===== config.mk =====
export PLATFORM = sky130hd
export DESIGN_NAME = idct_top
export DESIGN_NICKNAME = d
export VERILOG_FILES = /design/src/common/idct_pkg.sv /design/src/idct/coeff_fetch.sv /design/src/idct/pair_buffer.sv /design/src/idct/transform_engine.sv /design/src/source/idct_control.sv /design/src/source/idct_top.sv /design/src/source/pixel_writer.sv
export SDC_FILE = /design/constraint.sdc
export NUM_CORES = 2
export LEC_CHECK = 0
export ABC_AREA = 0
export BUFFER_PORTS_ARGS = -buffer_cell sky130_fd_sc_hd__buf_2
export CORE_MARGIN = 2
export CORE_UTILIZATION = 59
export DETAILED_ROUTE_END_ITERATION = 6
export PLACE_DENSITY = 0.75
export SLEW_MARGIN = 40
export SYNTH_ARGS = -nofsm -noshare
export SYNTH_HDL_FRONTEND = slang
export SYNTH_HIERARCHICAL = 1
export SYNTH_SLANG_ARGS = --single-unit
export TNS_END_PERCENT = 5

===== constraint.sdc =====
create_clock -name CLOCK_50_I -period 12.2 [get_ports CLOCK_50_I]
set_input_delay 3.05 -clock CLOCK_50_I [delete_from_list [all_inputs] [get_ports CLOCK_50_I]]
set_output_delay 3.05 -clock CLOCK_50_I [all_outputs]
set_load 0.02 [all_outputs]

===== src/common/idct_pkg.sv =====
`default_nettype none

package idct_pkg;

	// widths
	localparam int SAMPLE_W = 16;
	localparam int WORD_W = 32;
	localparam int SRAM_ADDR_W = 18;
	localparam int BUF_ADDR_W = 5;
	localparam int PIXEL_W = 8;

	// block geometry, luma plane of 320x240
	localparam int BLOCK_N = 8;
	localparam int BLOCKS_X = 40;
	localparam int BLOCKS_Y = 30;

	// sram layout in 16-bit words
	localparam int PRE_IDCT_BASE = 76800;
	localparam int PRE_ROW_STRIDE = 320;
	localparam int POST_IDCT_BASE = 0;
	localparam int POST_ROW_STRIDE = 160;
	localparam int SRAM_READ_LATENCY = 2;

	localparam int T_SHIFT = 8;
	localparam int S_SHIFT = 16;

	// entry [k*8+c] = round(2048 * a(k) * cos((2c+1)k*pi/16))
	localparam logic signed [SAMPLE_W-1:0] COS_TABLE [64] = '{
		16'sd724, 16'sd724, 16'sd724, 16'sd724, 16'sd724, 16'sd724, 16'sd724, 16'sd724,
		16'sd1004, 16'sd851, 16'sd569, 16'sd200, -16'sd200, -16'sd569, -16'sd851, -16'sd1004,
		16'sd946, 16'sd392, -16'sd392, -16'sd946, -16'sd946, -16'sd392, 16'sd392, 16'sd946,
		16'sd851, -16'sd200, -16'sd1004, -16'sd569, 16'sd569, 16'sd1004, 16'sd200, -16'sd851,
		16'sd724, -16'sd724, -16'sd724, 16'sd724, 16'sd724, -16'sd724, -16'sd724, 16'sd724,
		16'sd569, -16'sd1004, 16'sd200, 16'sd851, -16'sd851, -16'sd200, 16'sd1004, -16'sd569,
		16'sd392, -16'sd946, 16'sd946, -16'sd392, -16'sd392, 16'sd946, -16'sd946, 16'sd392,
		16'sd200, -16'sd569, 16'sd851, -16'sd1004, 16'sd1004, -16'sd851, 16'sd569, -16'sd200
	};

	typedef struct packed {
		logic [SRAM_ADDR_W-1:0] address;
		logic [SAMPLE_W-1:0] write_data;
		logic write_en_n;
	} sram_req_t;

	typedef struct packed {
		logic [BUF_ADDR_W-1:0] address;
		logic [WORD_W-1:0] data;
		logic wren;
	} buf_wr_t;

	typedef struct packed {
		logic [5:0] col;
		logic [4:0] row;
	} block_pos_t;

	typedef enum logic [2:0] {
		idle,
		fetch,
		pass_t,
		pass_s,
		done
	} phase_t;

endpackage

`default_nettype wire


===== src/idct/coeff_fetch.sv =====
`timescale 1ns/1ps
`default_nettype none

module coeff_fetch import idct_pkg::*; (
	input logic CLOCK_50_I,
	input logic Resetn,
	input logic go_fetch,
	input block_pos_t pos,
	input logic [SAMPLE_W-1:0] sram_read_data,
	output sram_req_t fetch_req,
	output buf_wr_t sp_wr,
	output logic fetch_done
);

	logic issuing;
	logic [5:0] rd_cnt;
	logic [SRAM_ADDR_W-1:0] rd_address;
	logic [SRAM_ADDR_W-1:0] block_base;
	logic [SRAM_READ_LATENCY-1:0] cap_pipe;
	logic capture;
	logic [5:0] cap_cnt;
	logic [SAMPLE_W-1:0] even_coeff;
	logic [BUF_ADDR_W-1:0] wr_address;
	logic [WORD_W-1:0] wr_data;
	logic wr_en;

	assign block_base = SRAM_ADDR_W'(PRE_IDCT_BASE + pos.row * (BLOCK_N * PRE_ROW_STRIDE)
		+ pos.col * BLOCK_N);

	// data for a read shows up SRAM_READ_LATENCY cycles after its address
	assign capture = cap_pipe[SRAM_READ_LATENCY-1];

	assign fetch_req = '{address: rd_address, write_data: '0, write_en_n: 1'b1};
	assign sp_wr = '{address: wr_address, data: wr_data, wren: wr_en};

	always_ff @(posedge CLOCK_50_I or negedge Resetn) begin
		if (!Resetn) begin
			issuing <= 1'b0;
			rd_cnt <= '0;
			cap_pipe <= '0;
			cap_cnt <= '0;
			wr_en <= 1'b0;
			fetch_done <= 1'b0;
		end else begin
			if (go_fetch) begin
				issuing <= 1'b1;
				rd_cnt <= '0;
			end else if (issuing) begin
				rd_cnt <= rd_cnt + 6'd1;
				if (rd_cnt == 6'd63)
					issuing <= 1'b0;
			end
			cap_pipe <= {cap_pipe[SRAM_READ_LATENCY-2:0], issuing};
			// write on every odd coefficient
			wr_en <= capture & cap_cnt[0];
			fetch_done <= capture && (cap_cnt == 6'd63);
			if (capture)
				cap_cnt <= cap_cnt + 6'd1;
		end
	end

	always_ff @(posedge CLOCK_50_I) begin
		if (go_fetch) begin
			rd_address <= block_base;
		end else if (issuing) begin
			// jump to the next image row after eight reads
			if (rd_cnt[2:0] == 3'd7)
				rd_address <= rd_address + SRAM_ADDR_W'(PRE_ROW_STRIDE - BLOCK_N + 1);
			else
				rd_address <= rd_address + SRAM_ADDR_W'(1);
		end
		if (capture) begin
			if (!cap_cnt[0])
				even_coeff <= sram_read_data;
			wr_address <= cap_cnt[5:1];
			wr_data <= {even_coeff, sram_read_data};
		end
	end

endmodule

`default_nettype wire


===== src/idct/pair_buffer.sv =====
`timescale 1ns/1ps
`default_nettype none

module pair_buffer import idct_pkg::*; (
	input logic CLOCK_50_I,
	input buf_wr_t wr,
	input logic [BUF_ADDR_W-1:0] rd_address,
	output logic [WORD_W-1:0] rd_data
);

	logic [WORD_W-1:0] mem [2**BUF_ADDR_W];

	// read-during-write on one address gives the old word
	always_ff @(posedge CLOCK_50_I) begin
		if (wr.wren)
			mem[wr.address] <= wr.data;
		rd_data <= mem[rd_address];
	end

endmodule

`default_nettype wire


===== src/idct/transform_engine.sv =====
`timescale 1ns/1ps
`default_nettype none

module transform_engine import idct_pkg::*; (
	input logic CLOCK_50_I,
	input logic Resetn,
	input logic go_t,
	input logic go_s,
	output logic [BUF_ADDR_W-1:0] sp_rd_address,
	input logic [WORD_W-1:0] sp_rd_data,
	output logic [BUF_ADDR_W-1:0] t_rd_address,
	input logic [WORD_W-1:0] t_rd_data,
	output buf_wr_t t_wr,
	output logic res_valid,
	output logic signed [WORD_W-1:0] res_value,
	output logic pass_done
);

	// result n: outer index n[5:3], inner index n[2:0], j is the k pair
	logic mode_s;
	logic a_active;
	logic [5:0] a_n;
	logic [1:0] a_j;
	logic b_valid;
	logic [5:0] b_n;
	logic [1:0] b_j;
	logic [WORD_W-1:0] b_word;
	logic signed [SAMPLE_W-1:0] b_even;
	logic signed [SAMPLE_W-1:0] b_odd;
	logic signed [SAMPLE_W-1:0] cos_even;
	logic signed [SAMPLE_W-1:0] cos_odd;
	logic c_valid;
	logic [5:0] c_n;
	logic [1:0] c_j;
	logic signed [WORD_W-1:0] p0;
	logic signed [WORD_W-1:0] p1;
	logic signed [WORD_W-1:0] acc;
	logic res_flag;
	logic res_last;
	logic [5:0] res_n;
	logic signed [SAMPLE_W-1:0] t_val;
	logic signed [SAMPLE_W-1:0] t_even;

	// both passes read word inner*4+j against C[2j][outer] and C[2j+1][outer]
	assign sp_rd_address = {a_n[2:0], a_j};
	assign t_rd_address = {a_n[2:0], a_j};

	assign b_word = mode_s ? t_rd_data : sp_rd_data;
	assign b_even = b_word[WORD_W-1:SAMPLE_W];
	assign b_odd = b_word[SAMPLE_W-1:0];
	assign cos_even = COS_TABLE[{b_j, 1'b0, b_n[5:3]}];
	assign cos_odd = COS_TABLE[{b_j, 1'b1, b_n[5:3]}];

	always_ff @(posedge CLOCK_50_I or negedge Resetn) begin
		if (!Resetn) begin
			mode_s <= 1'b0;
			a_active <= 1'b0;
			a_n <= '0;
			a_j <= '0;
			b_valid <= 1'b0;
			c_valid <= 1'b0;
			res_flag <= 1'b0;
			res_last <= 1'b0;
			pass_done <= 1'b0;
		end else begin
			if (go_t || go_s) begin
				mode_s <= go_s;
				a_active <= 1'b1;
				a_n <= '0;
				a_j <= '0;
			end else if (a_active) begin
				a_j <= a_j + 2'd1;
				if (a_j == 2'd3) begin
					a_n <= a_n + 6'd1;
					if (a_n == 6'd63)
						a_active <= 1'b0;
				end
			end
			b_valid <= a_active;
			c_valid <= b_valid;
			res_flag <= c_valid && (c_j == 2'd3);
			res_last <= c_valid && (c_j == 2'd3) && (c_n == 6'd63);
			pass_done <= res_last;
		end
	end

	always_ff @(posedge CLOCK_50_I) begin
		b_n <= a_n;
		b_j <= a_j;
		c_n <= b_n;
		c_j <= b_j;
		p0 <= WORD_W'(b_even) * WORD_W'(cos_even);
		p1 <= WORD_W'(b_odd) * WORD_W'(cos_odd);
		// restart the sum on the first pair of each result
		acc <= ((c_j == 2'd0) ? '0 : acc) + p0 + p1;
		res_n <= c_n;
		if (res_flag && !res_n[0])
			t_even <= t_val;
	end

	assign t_val = SAMPLE_W'(acc >>> T_SHIFT);

	// T[2j][c], T[2j+1][c] land in word c*4+j
	assign t_wr = '{
		address: {res_n[5:3], res_n[2:1]},
		data: {t_even, t_val},
		wren: res_flag & ~mode_s & res_n[0]
	};

	assign res_valid = res_flag & mode_s;
	assign res_value = acc;

endmodule

`default_nettype wire


===== src/source/idct_control.sv =====
`timescale 1ns/1ps
`default_nettype none

module idct_control import idct_pkg::*; (
	input logic CLOCK_50_I,
	input logic Resetn,
	input logic start,
	input logic fetch_done,
	input logic pass_done,
	input sram_req_t fetch_req,
	input sram_req_t write_req,
	output logic go_fetch,
	output logic go_t,
	output logic go_s,
	output block_pos_t pos,
	output sram_req_t sram,
	output logic finish
);

	phase_t phase;

	// fetcher owns the bus only while fetching
	assign sram = (phase == fetch) ? fetch_req : write_req;

	always_ff @(posedge CLOCK_50_I or negedge Resetn) begin
		if (!Resetn) begin
			phase <= idle;
			go_fetch <= 1'b0;
			go_t <= 1'b0;
			go_s <= 1'b0;
			finish <= 1'b0;
			pos <= '0;
		end else begin
			go_fetch <= 1'b0;
			go_t <= 1'b0;
			go_s <= 1'b0;
			finish <= 1'b0;
			case (phase)
				idle: begin
					if (start) begin
						phase <= fetch;
						go_fetch <= 1'b1;
					end
				end
				fetch: begin
					if (fetch_done) begin
						phase <= pass_t;
						go_t <= 1'b1;
					end
				end
				pass_t: begin
					if (pass_done) begin
						phase <= pass_s;
						go_s <= 1'b1;
					end
				end
				pass_s: begin
					if (pass_done)
						phase <= done;
				end
				done: begin
					finish <= 1'b1;
					phase <= idle;
					// raster step, wraps after the last block
					if (pos.col == 6'(BLOCKS_X - 1)) begin
						pos.col <= '0;
						if (pos.row == 5'(BLOCKS_Y - 1))
							pos.row <= '0;
						else
							pos.row <= pos.row + 5'd1;
					end else begin
						pos.col <= pos.col + 6'd1;
					end
				end
				default: phase <= idle;
			endcase
		end
	end

endmodule

`default_nettype wire


===== src/source/idct_top.sv =====
`timescale 1ns/1ps
`default_nettype none

module idct_top import idct_pkg::*; (
	input logic CLOCK_50_I,
	input logic Resetn,
	input logic start,
	input logic [SAMPLE_W-1:0] sram_read_data,
	output sram_req_t sram,
	output logic finish
);

	logic go_fetch;
	logic go_t;
	logic go_s;
	logic fetch_done;
	logic pass_done;
	block_pos_t pos;
	sram_req_t fetch_req;
	sram_req_t write_req;
	buf_wr_t sp_wr;
	buf_wr_t t_wr;
	logic [BUF_ADDR_W-1:0] sp_rd_address;
	logic [BUF_ADDR_W-1:0] t_rd_address;
	logic [WORD_W-1:0] sp_rd_data;
	logic [WORD_W-1:0] t_rd_data;
	logic res_valid;
	logic signed [WORD_W-1:0] res_value;

	idct_control i_control (.*);

	coeff_fetch i_fetch (.*);

	// S' coefficients, row pairs
	pair_buffer i_sprime_buf (
		.CLOCK_50_I(CLOCK_50_I),
		.wr(sp_wr),
		.rd_address(sp_rd_address),
		.rd_data(sp_rd_data)
	);

	// intermediate T, column pairs
	pair_buffer i_t_buf (
		.CLOCK_50_I(CLOCK_50_I),
		.wr(t_wr),
		.rd_address(t_rd_address),
		.rd_data(t_rd_data)
	);

	transform_engine i_engine (.*);

	pixel_writer i_writer (.*);

endmodule

`default_nettype wire


===== src/source/pixel_writer.sv =====
`timescale 1ns/1ps
`default_nettype none

module pixel_writer import idct_pkg::*; (
	input logic CLOCK_50_I,
	input logic Resetn,
	input block_pos_t pos,
	input logic res_valid,
	input logic signed [WORD_W-1:0] res_value,
	output sram_req_t write_req
);

	logic [5:0] res_cnt;
	logic [PIXEL_W-1:0] pixel;
	logic [PIXEL_W-1:0] even_pixel;
	logic [SRAM_ADDR_W-1:0] block_base;
	logic wr_en_n;
	logic [SRAM_ADDR_W-1:0] wr_address;
	logic [SAMPLE_W-1:0] wr_data;

	function automatic logic [PIXEL_W-1:0] clip_pixel(input logic signed [WORD_W-1:0] sum);
		logic signed [WORD_W-1:0] scaled;
		scaled = sum >>> S_SHIFT;
		if (scaled < 0)
			return '0;
		else if (scaled > (2**PIXEL_W - 1))
			return '1;
		else
			return scaled[PIXEL_W-1:0];
	endfunction

	assign pixel = clip_pixel(res_value);
	assign block_base = SRAM_ADDR_W'(POST_IDCT_BASE + pos.row * (BLOCK_N * POST_ROW_STRIDE)
		+ pos.col * (BLOCK_N / 2));

	assign write_req = '{address: wr_address, write_data: wr_data, write_en_n: wr_en_n};

	always_ff @(posedge CLOCK_50_I or negedge Resetn) begin
		if (!Resetn) begin
			res_cnt <= '0;
			wr_en_n <= 1'b1;
		end else begin
			if (res_valid)
				res_cnt <= res_cnt + 6'd1;
			// one write per pixel pair, on the odd column
			wr_en_n <= ~(res_valid & res_cnt[0]);
		end
	end

	// res_cnt holds row r in [5:3] and pair index m in [2:1]
	always_ff @(posedge CLOCK_50_I) begin
		if (res_valid) begin
			if (!res_cnt[0])
				even_pixel <= pixel;
			wr_data <= {even_pixel, pixel};
			wr_address <= block_base + SRAM_ADDR_W'(res_cnt[5:3] * POST_ROW_STRIDE)
				+ SRAM_ADDR_W'(res_cnt[2:1]);
		end
	end

endmodule

`default_nettype wire

# == Word-level counts from Yosys, hierarchy flattened ==
# Memory sizes are Yosys's and may differ from the RTL's. A register that Yosys moved wholly into a read port is not among the register bits.
# Index checks and enable logic that the tools add are counted.
# W data, S select, Z words.
# totals
latch_bits,0
mem_bits_ro,2048
ram_bits,2048
n_memories,4
elab_cells,157
ff_bits,304
out_inout_bits,36
in_bits,19
# classes
add_sub_neg,16
n_shift,0
muxes,44
div_mod_pow,0
reduce_logical,16
n_eq_ne,17
n_mul,5
bitwise,11
n_lt_le_gt_ge,4
# memory_table
memory,words,width,rd,rd_ports_with_merged_regs,write_ports,line_no,rtl
(name not given),64,16,1,0,0,transform_engine.sv:51,"assign cos_even = COS_TABLE[{b_j, 1'b0, b_n[5:3]}];"
(name not given),64,16,1,0,0,transform_engine.sv:52,"assign cos_odd = COS_TABLE[{b_j, 1'b1, b_n[5:3]}];"
i_sprime_buf.mem,32,32,1,1,1,pair_buffer.sv:11,logic [WORD_W-1:0] mem [2**BUF_ADDR_W];
i_t_buf.mem,32,32,1,1,1,pair_buffer.sv:11,
# ops
operator,count
$add A32 B32 Y32,2
$mul A16 B16 Y32,2
$mux W16,4
$mux W32,2
$mux W18,3
$mux W6,6
$mux W35,1
$add A6 B1 Y6 const B,5
$eq A6 B6 Y1 const B,5
$add A17 B17 Y18 const A,1
$add A18 B1 Y18 const B,1
$add A18 B11 Y18,1
$add A18 B2 Y18,1
$add A18 B9 Y18,1
$add A18 B9 Y18 const B,1
$mux W1,18
$add A16 B8 Y17,1
$gt A16 B9 Y1 const B,1
$lt A16 B1 Y1 const B,1
$mul A5 B3 Y8 const B,2
$mux W8,2
$ge A7 B7 Y1 const B,2
$not A6 Y7,2
$mux W3,4
other kinds (23),44

# == Longest topological paths before layout ==
# depth
depth_word,5
mapped_depth,30
ltp_nobuf,29

# == By module ==
# The synthesis kept the hierarchy.
# by_module_without_submodules
module,cells_each,n_inst,seq_area_each_um2,area_per_inst_um2
pair_buffer (i_sprime_buf),2260,1,31390.1,40491.3
pair_buffer (i_t_buf),2260,1,31390.1,40485.1
transform_engine,2676,1,3198.1,25120.3
coeff_fetch,295,1,2557.5,3950.0
pixel_writer,143,1,1407.6,2119.5
idct_control,119,1,450.4,1287.5

# == Worst setup path before layout ==
# OpenSTA, ideal clock, no wires.
# synth_path
path_kind,register -> register
startpoint,reg i_engine.mode_s
endpoint,reg i_engine.p1[30]
setup_ns,0.079
path_buffers,5
period_less_slack_ns,7.506
path_stages_with_launch,27
required_time_ns,12.121
slack_ns,4.694
t_arrival_ns,7.427
cell_sequence,dfrtp_1 buf_2 buf_2 buf_2 clkbuf_1 buf_1 mux2i_1 nor2_1 fa_1 inv_1 fa_1 fa_1 inv_1 fa_1 fa_1 inv_1 fa_1 inv_1 ha_1 a21oi_1 o21ai_0 a21o_1 a221o_1 o211a_1 o41ai_2 or4b_1 o211ai_1
# synth_between
elab_chain_len,2
# synth_rtl
element,line_no,rtl
start: declaration,transform_engine.sv:20,logic mode_s;
start signal: assignment,transform_engine.sv:67,mode_s <= go_s;
$mux W32,transform_engine.sv:48,assign b_word = mode_s ? t_rd_data : sp_rd_data;
$mul A16 B16 Y32,transform_engine.sv:93,p1 <= WORD_W'(b_odd) * WORD_W'(cos_odd);
end signal: assignment,transform_engine.sv:93,
end: declaration,transform_engine.sv:36,logic signed [WORD_W-1:0] p1;
# Every way passes these cells.
# A chain may end at the register's enable or synchronous reset.

# == Worst setup path after layout ==
# layout_path
startpoint,reg i_engine.b_n[3]
endpoint,reg i_engine.p0[28]
# layout_between
elab_chain_len,5
# layout_rtl
element,line_no,rtl
start: declaration,transform_engine.sv:25,logic [5:0] b_n;
start signal: assignment,transform_engine.sv:88,b_n <= a_n;
$not A6 Y7 (implied by the code),transform_engine.sv:51,
$mem_v2 Z64 W16,n/a,
$mux W16 (implied by the code) (2 in series),transform_engine.sv:51,
$mul A16 B16 Y32,transform_engine.sv:92,p0 <= WORD_W'(b_even) * WORD_W'(cos_even);
end signal: assignment,transform_engine.sv:92,
end: declaration,transform_engine.sv:35,logic signed [WORD_W-1:0] p0;
# Every way passes these cells. The select of a mux whose other input is x is not followed.

==> flow_metrics.env <==
export IMPL_cp_arrival_ns=9.41
export IMPL_cts_buffers=228
export IMPL_worst_pin_slew_ns=0.915
export IMPL_cts_clk_slew_worst_paths_ns=0.06
export IMPL_critPathBufInv=6
export IMPL_synth_seq_cells=2414
export IMPL_slew_violations=0
export IMPL_via_per_inst=6.10
export IMPL_required_ns=12.98
export IMPL_root_buffer="clkbuf_16"
export IMPL_cp_common_cell="fa_1"
export IMPL_routed_via_count=64574
export IMPL_post_cts_resized=0
export IMPL_fmax_mhz=116
export IMPL_dieArea_mm2=0.196
export IMPL_worstPathMaxFanout=34
export IMPL_slowest_stage="clkinv_1"
export IMPL_dpl_hpwl_um=166000
export IMPL_clock_sinks=2414
export IMPL_instances_no_fill=10593
export IMPL_drc_errors=0
export IMPL_drtPass1Iterations=6
export IMPL_rsz0062_at_grt="no"
export IMPL_netlist_area_mm2=0.113
export IMPL_synthDominantCellAreaShare=0.576
export IMPL_htreeDepth=4
export IMPL_post_cts_buffers=0
export IMPL_num_io_pins=55
export IMPL_worst_path_dominant_cell_family="adder cells"
export IMPL_synth_cell_types=96
export IMPL_grt_max_degree=117
export IMPL_dp_cells=10131
export IMPL_detail_route_wl_per_cell_um=25.7
export IMPL_cp_slowest_stage_delay_ns=0.77
export IMPL_finalCritPeriodShare=0.707
export IMPL_core_area_mm2=0.191
export IMPL_endpoint_kind="flip-flop"
export IMPL_ys_warn_count=6
export IMPL_area_delta_synth_final_pct=9.94
export IMPL_nets=8653
export IMPL_async_flop_share=0.0236
export IMPL_netlist_top_cell_by_area="edfxtp_1"
export IMPL_setup_viol=0
export IMPL_ys_seq_area_frac=0.620
export IMPL_grt_first_pass_wirelength_um=407000
export IMPL_slew_headroom=0.390
export IMPL_clock_latency_ns=0.90
export IMPL_synth_edff_count=2176
export IMPL_synth_area_leaders="edfxtp_1, mux2i_1, fa_1"
export IMPL_postCtsHoldBufs=0
export IMPL_synth_ff_type="edfxtp_1"
export IMPL_min_period_ns=8.63
export IMPL_finalSetupTns_ns=0
export IMPL_initial_core_util=0.595
export IMPL_drive_gt1_frac=0.0998
export IMPL_outcome="completed"
export IMPL_clock_path_buffers=3
export IMPL_overflow=0
export IMPL_cts_tree="built"
export IMPL_port_buffers=54
export IMPL_row_count=160
export IMPL_postSynthAreaPerCell_um2=14.6
export IMPL_drtIter0Drc=6268
export IMPL_startpoint_type="flip-flop"
export IMPL_die_h_um=443
export IMPL_antenna_found_initial=10
export IMPL_criticalPathCategory="reg -> reg"
export IMPL_place_congestion=0.921
export IMPL_hold_violations=0
export IMPL_drtAntennaViolNets=0
export IMPL_die_x_um=443
export IMPL_grt_use_total=0.278
export IMPL_hold_class="reg -> reg"
export IMPL_drv_cap=0
export IMPL_wirelength_um=273000
export IMPL_grt_pass1_vias=65374
export IMPL_syn_inst=7753
export IMPL_finClkSkew_ns=0.0500
Yosys cell counts, types with 9 or more instances:
master    count
buf_6        31
and3_1       21
o211ai_1     13
a31oi_1      69
o21bai_1     16
dfxtp_1     181
buf_2        71
nor3_1       95
nor2_1      401
edfxtp_1   2176
nand2b_1     24
buf_1        17
mux2_2       65
clkbuf_1    140
nand4_1      12
nor2b_1      62
a21o_1       39
a22oi_1     193
nand2_1     409
fa_1        501
xnor2_1     102
dfrtp_1      56
nand3_1     237
o21a_1       15
ha_1        248
nand3b_1     14
xor2_1       40
or3_1        12
inv_1       601
a22o_1      130
o31ai_1      10
o21ai_0      73
or2_2        22
and2_1       23
o21ai_1       9
mux2i_1    1066
a21oi_1     291
buf_4       116
a211oi_1     20
per-layer routing:
metal,up-vias,wire (um),track usage
met2,2744,134000,0.465
met1,32795,106000,0.364
met5,-,13,0
met3,547,22700,0.0505
met4,2,10200,0.102
li1,28486,-,-
flip-flops by register name, summed over array words and instances (netlist names), 8 cells and up:
register and cells:
i_control/pos 11, i_writer/even_pixel 8, i_writer/wr_address 17, i_engine/p0 31, i_t_buf/mem 1024, i_fetch/rd_address 18, i_engine/t_even 16, i_writer/wr_data 16
i_fetch/even_coeff 16, i_sprime_buf/rd_data 32, i_engine/p1 32, i_engine/res_value 32, i_t_buf/rd_data 32, i_fetch/wr_data 32, i_sprime_buf/mem 1024
cell families (layout without fill, tap and decap cells):
group | Yosys count | in the layout | synth area share
DFF | 2414 | 2414 | 0.620
muxes | 1135 | 1135 | 0.101
other | 3 | 22 | 0.0000992
adders and majority gates | 750 | 750 | 0.116
buffers and inverters | 982 | 1292 | 0.0393
xor gates and xnor gates | 142 | 142 | 0.0110
AOI/OAI and AO/OA | 950 | 950 | 0.0567
and+or+nand+nor | 1377 | 1377 | 0.0556
final cells by class:
class | instances | area, um2
diodes | 3 | 7.51
clock buffers | 300 | 6110
clock inverters | 124 | 1290
fillers | 13206 | 65900
inverters | 603 | 2260
multi-input cells | 4373 | 39300
flip-flops and latches | 2414 | 70400
well taps | 2511 | 3140
repair buffers | 265 | 2250
cell usage in the layout, fill, tap and decap left out, drive strengths merged, types with 24 or more instances in the layout:
cell    Yosys  layout
a21o       39      39
a21oi     291     291
a22o      130     130
a22oi     193     193
a31oi      70      70
buf       235     265
clkbuf    144     300
clkinv      2      87
dfrtp      56      56
dfxtp     181     181
edfxtp   2176    2176
fa        501     501
ha        248     248
inv       601     609
mux2       67      67
mux2i    1067    1067
nand2     409     409
nand2b     24      24
nand3     238     238
nor2      401     401
nor2b      62      62
nor3       95      95
o21ai      82      82
xnor2     102     102
xor2       40      40
stage by stage:
stage / utilization / area, um2 / setup slack, ns / hold WS (ns)
floorplan: - / 114000 / 4.69 / 0.310
global placement: 0.611 / 116000 / 3.76 / 0.311
detailed placement: 0.613 / 117000 / 3.65 / 0.312
CTS: 0.652 / 124000 / 3.59 / 0.315
global route: 0.654 / 125000 / 3.03 / 0.310
finish: 0.654 / 125000 / 3.57 / 0.312
worst reg2reg max path: stages, from the launching register on:
cell      delay (ns)
dfxtp_1         0.52
inv_1           0.16
ha_1            0.41
nor2b_1         0.18
and2_1          0.20
a21oi_2         0.10
buf_4           0.38
clkinv_1        0.78
nand2_1         0.52
fa_1            0.47
inv_1           0.09
fa_1            0.40
fa_1            0.51
fa_1            0.42
fa_1            0.49
inv_1           0.05
fa_1            0.47
inv_1           0.04
ha_1            0.33
a21o_1          0.18
a21o_1          0.17
a211o_1         0.30
a21o_1          0.19
a221oi_2        0.42
o21ai_0         0.23
o41ai_1         0.35
xnor2_1         0.17
worst paths after layout:
kind                                 startpoint  slack, ns               end  depth (start not counted)
worst min register to register  i_engine/b_n[1]       0.31   i_engine/c_n[1]                          0
min in group asynchronous                Resetn       2.01  i_control/finish                          1
worst max-delay path            i_engine/b_n[3]       3.57   i_engine/p0[28]                         26
worst max register to register  i_engine/b_n[3]       3.57   i_engine/p0[28]                         26
worst min-delay path            i_engine/b_n[1]       0.31   i_engine/c_n[1]                          0
max in group asynchronous                Resetn       9.32   i_engine/a_j[0]                          2
Power is left out: the tool's default activity adds up to more than one toggle a clock period on the data nets, which glitch-free logic cannot reach.
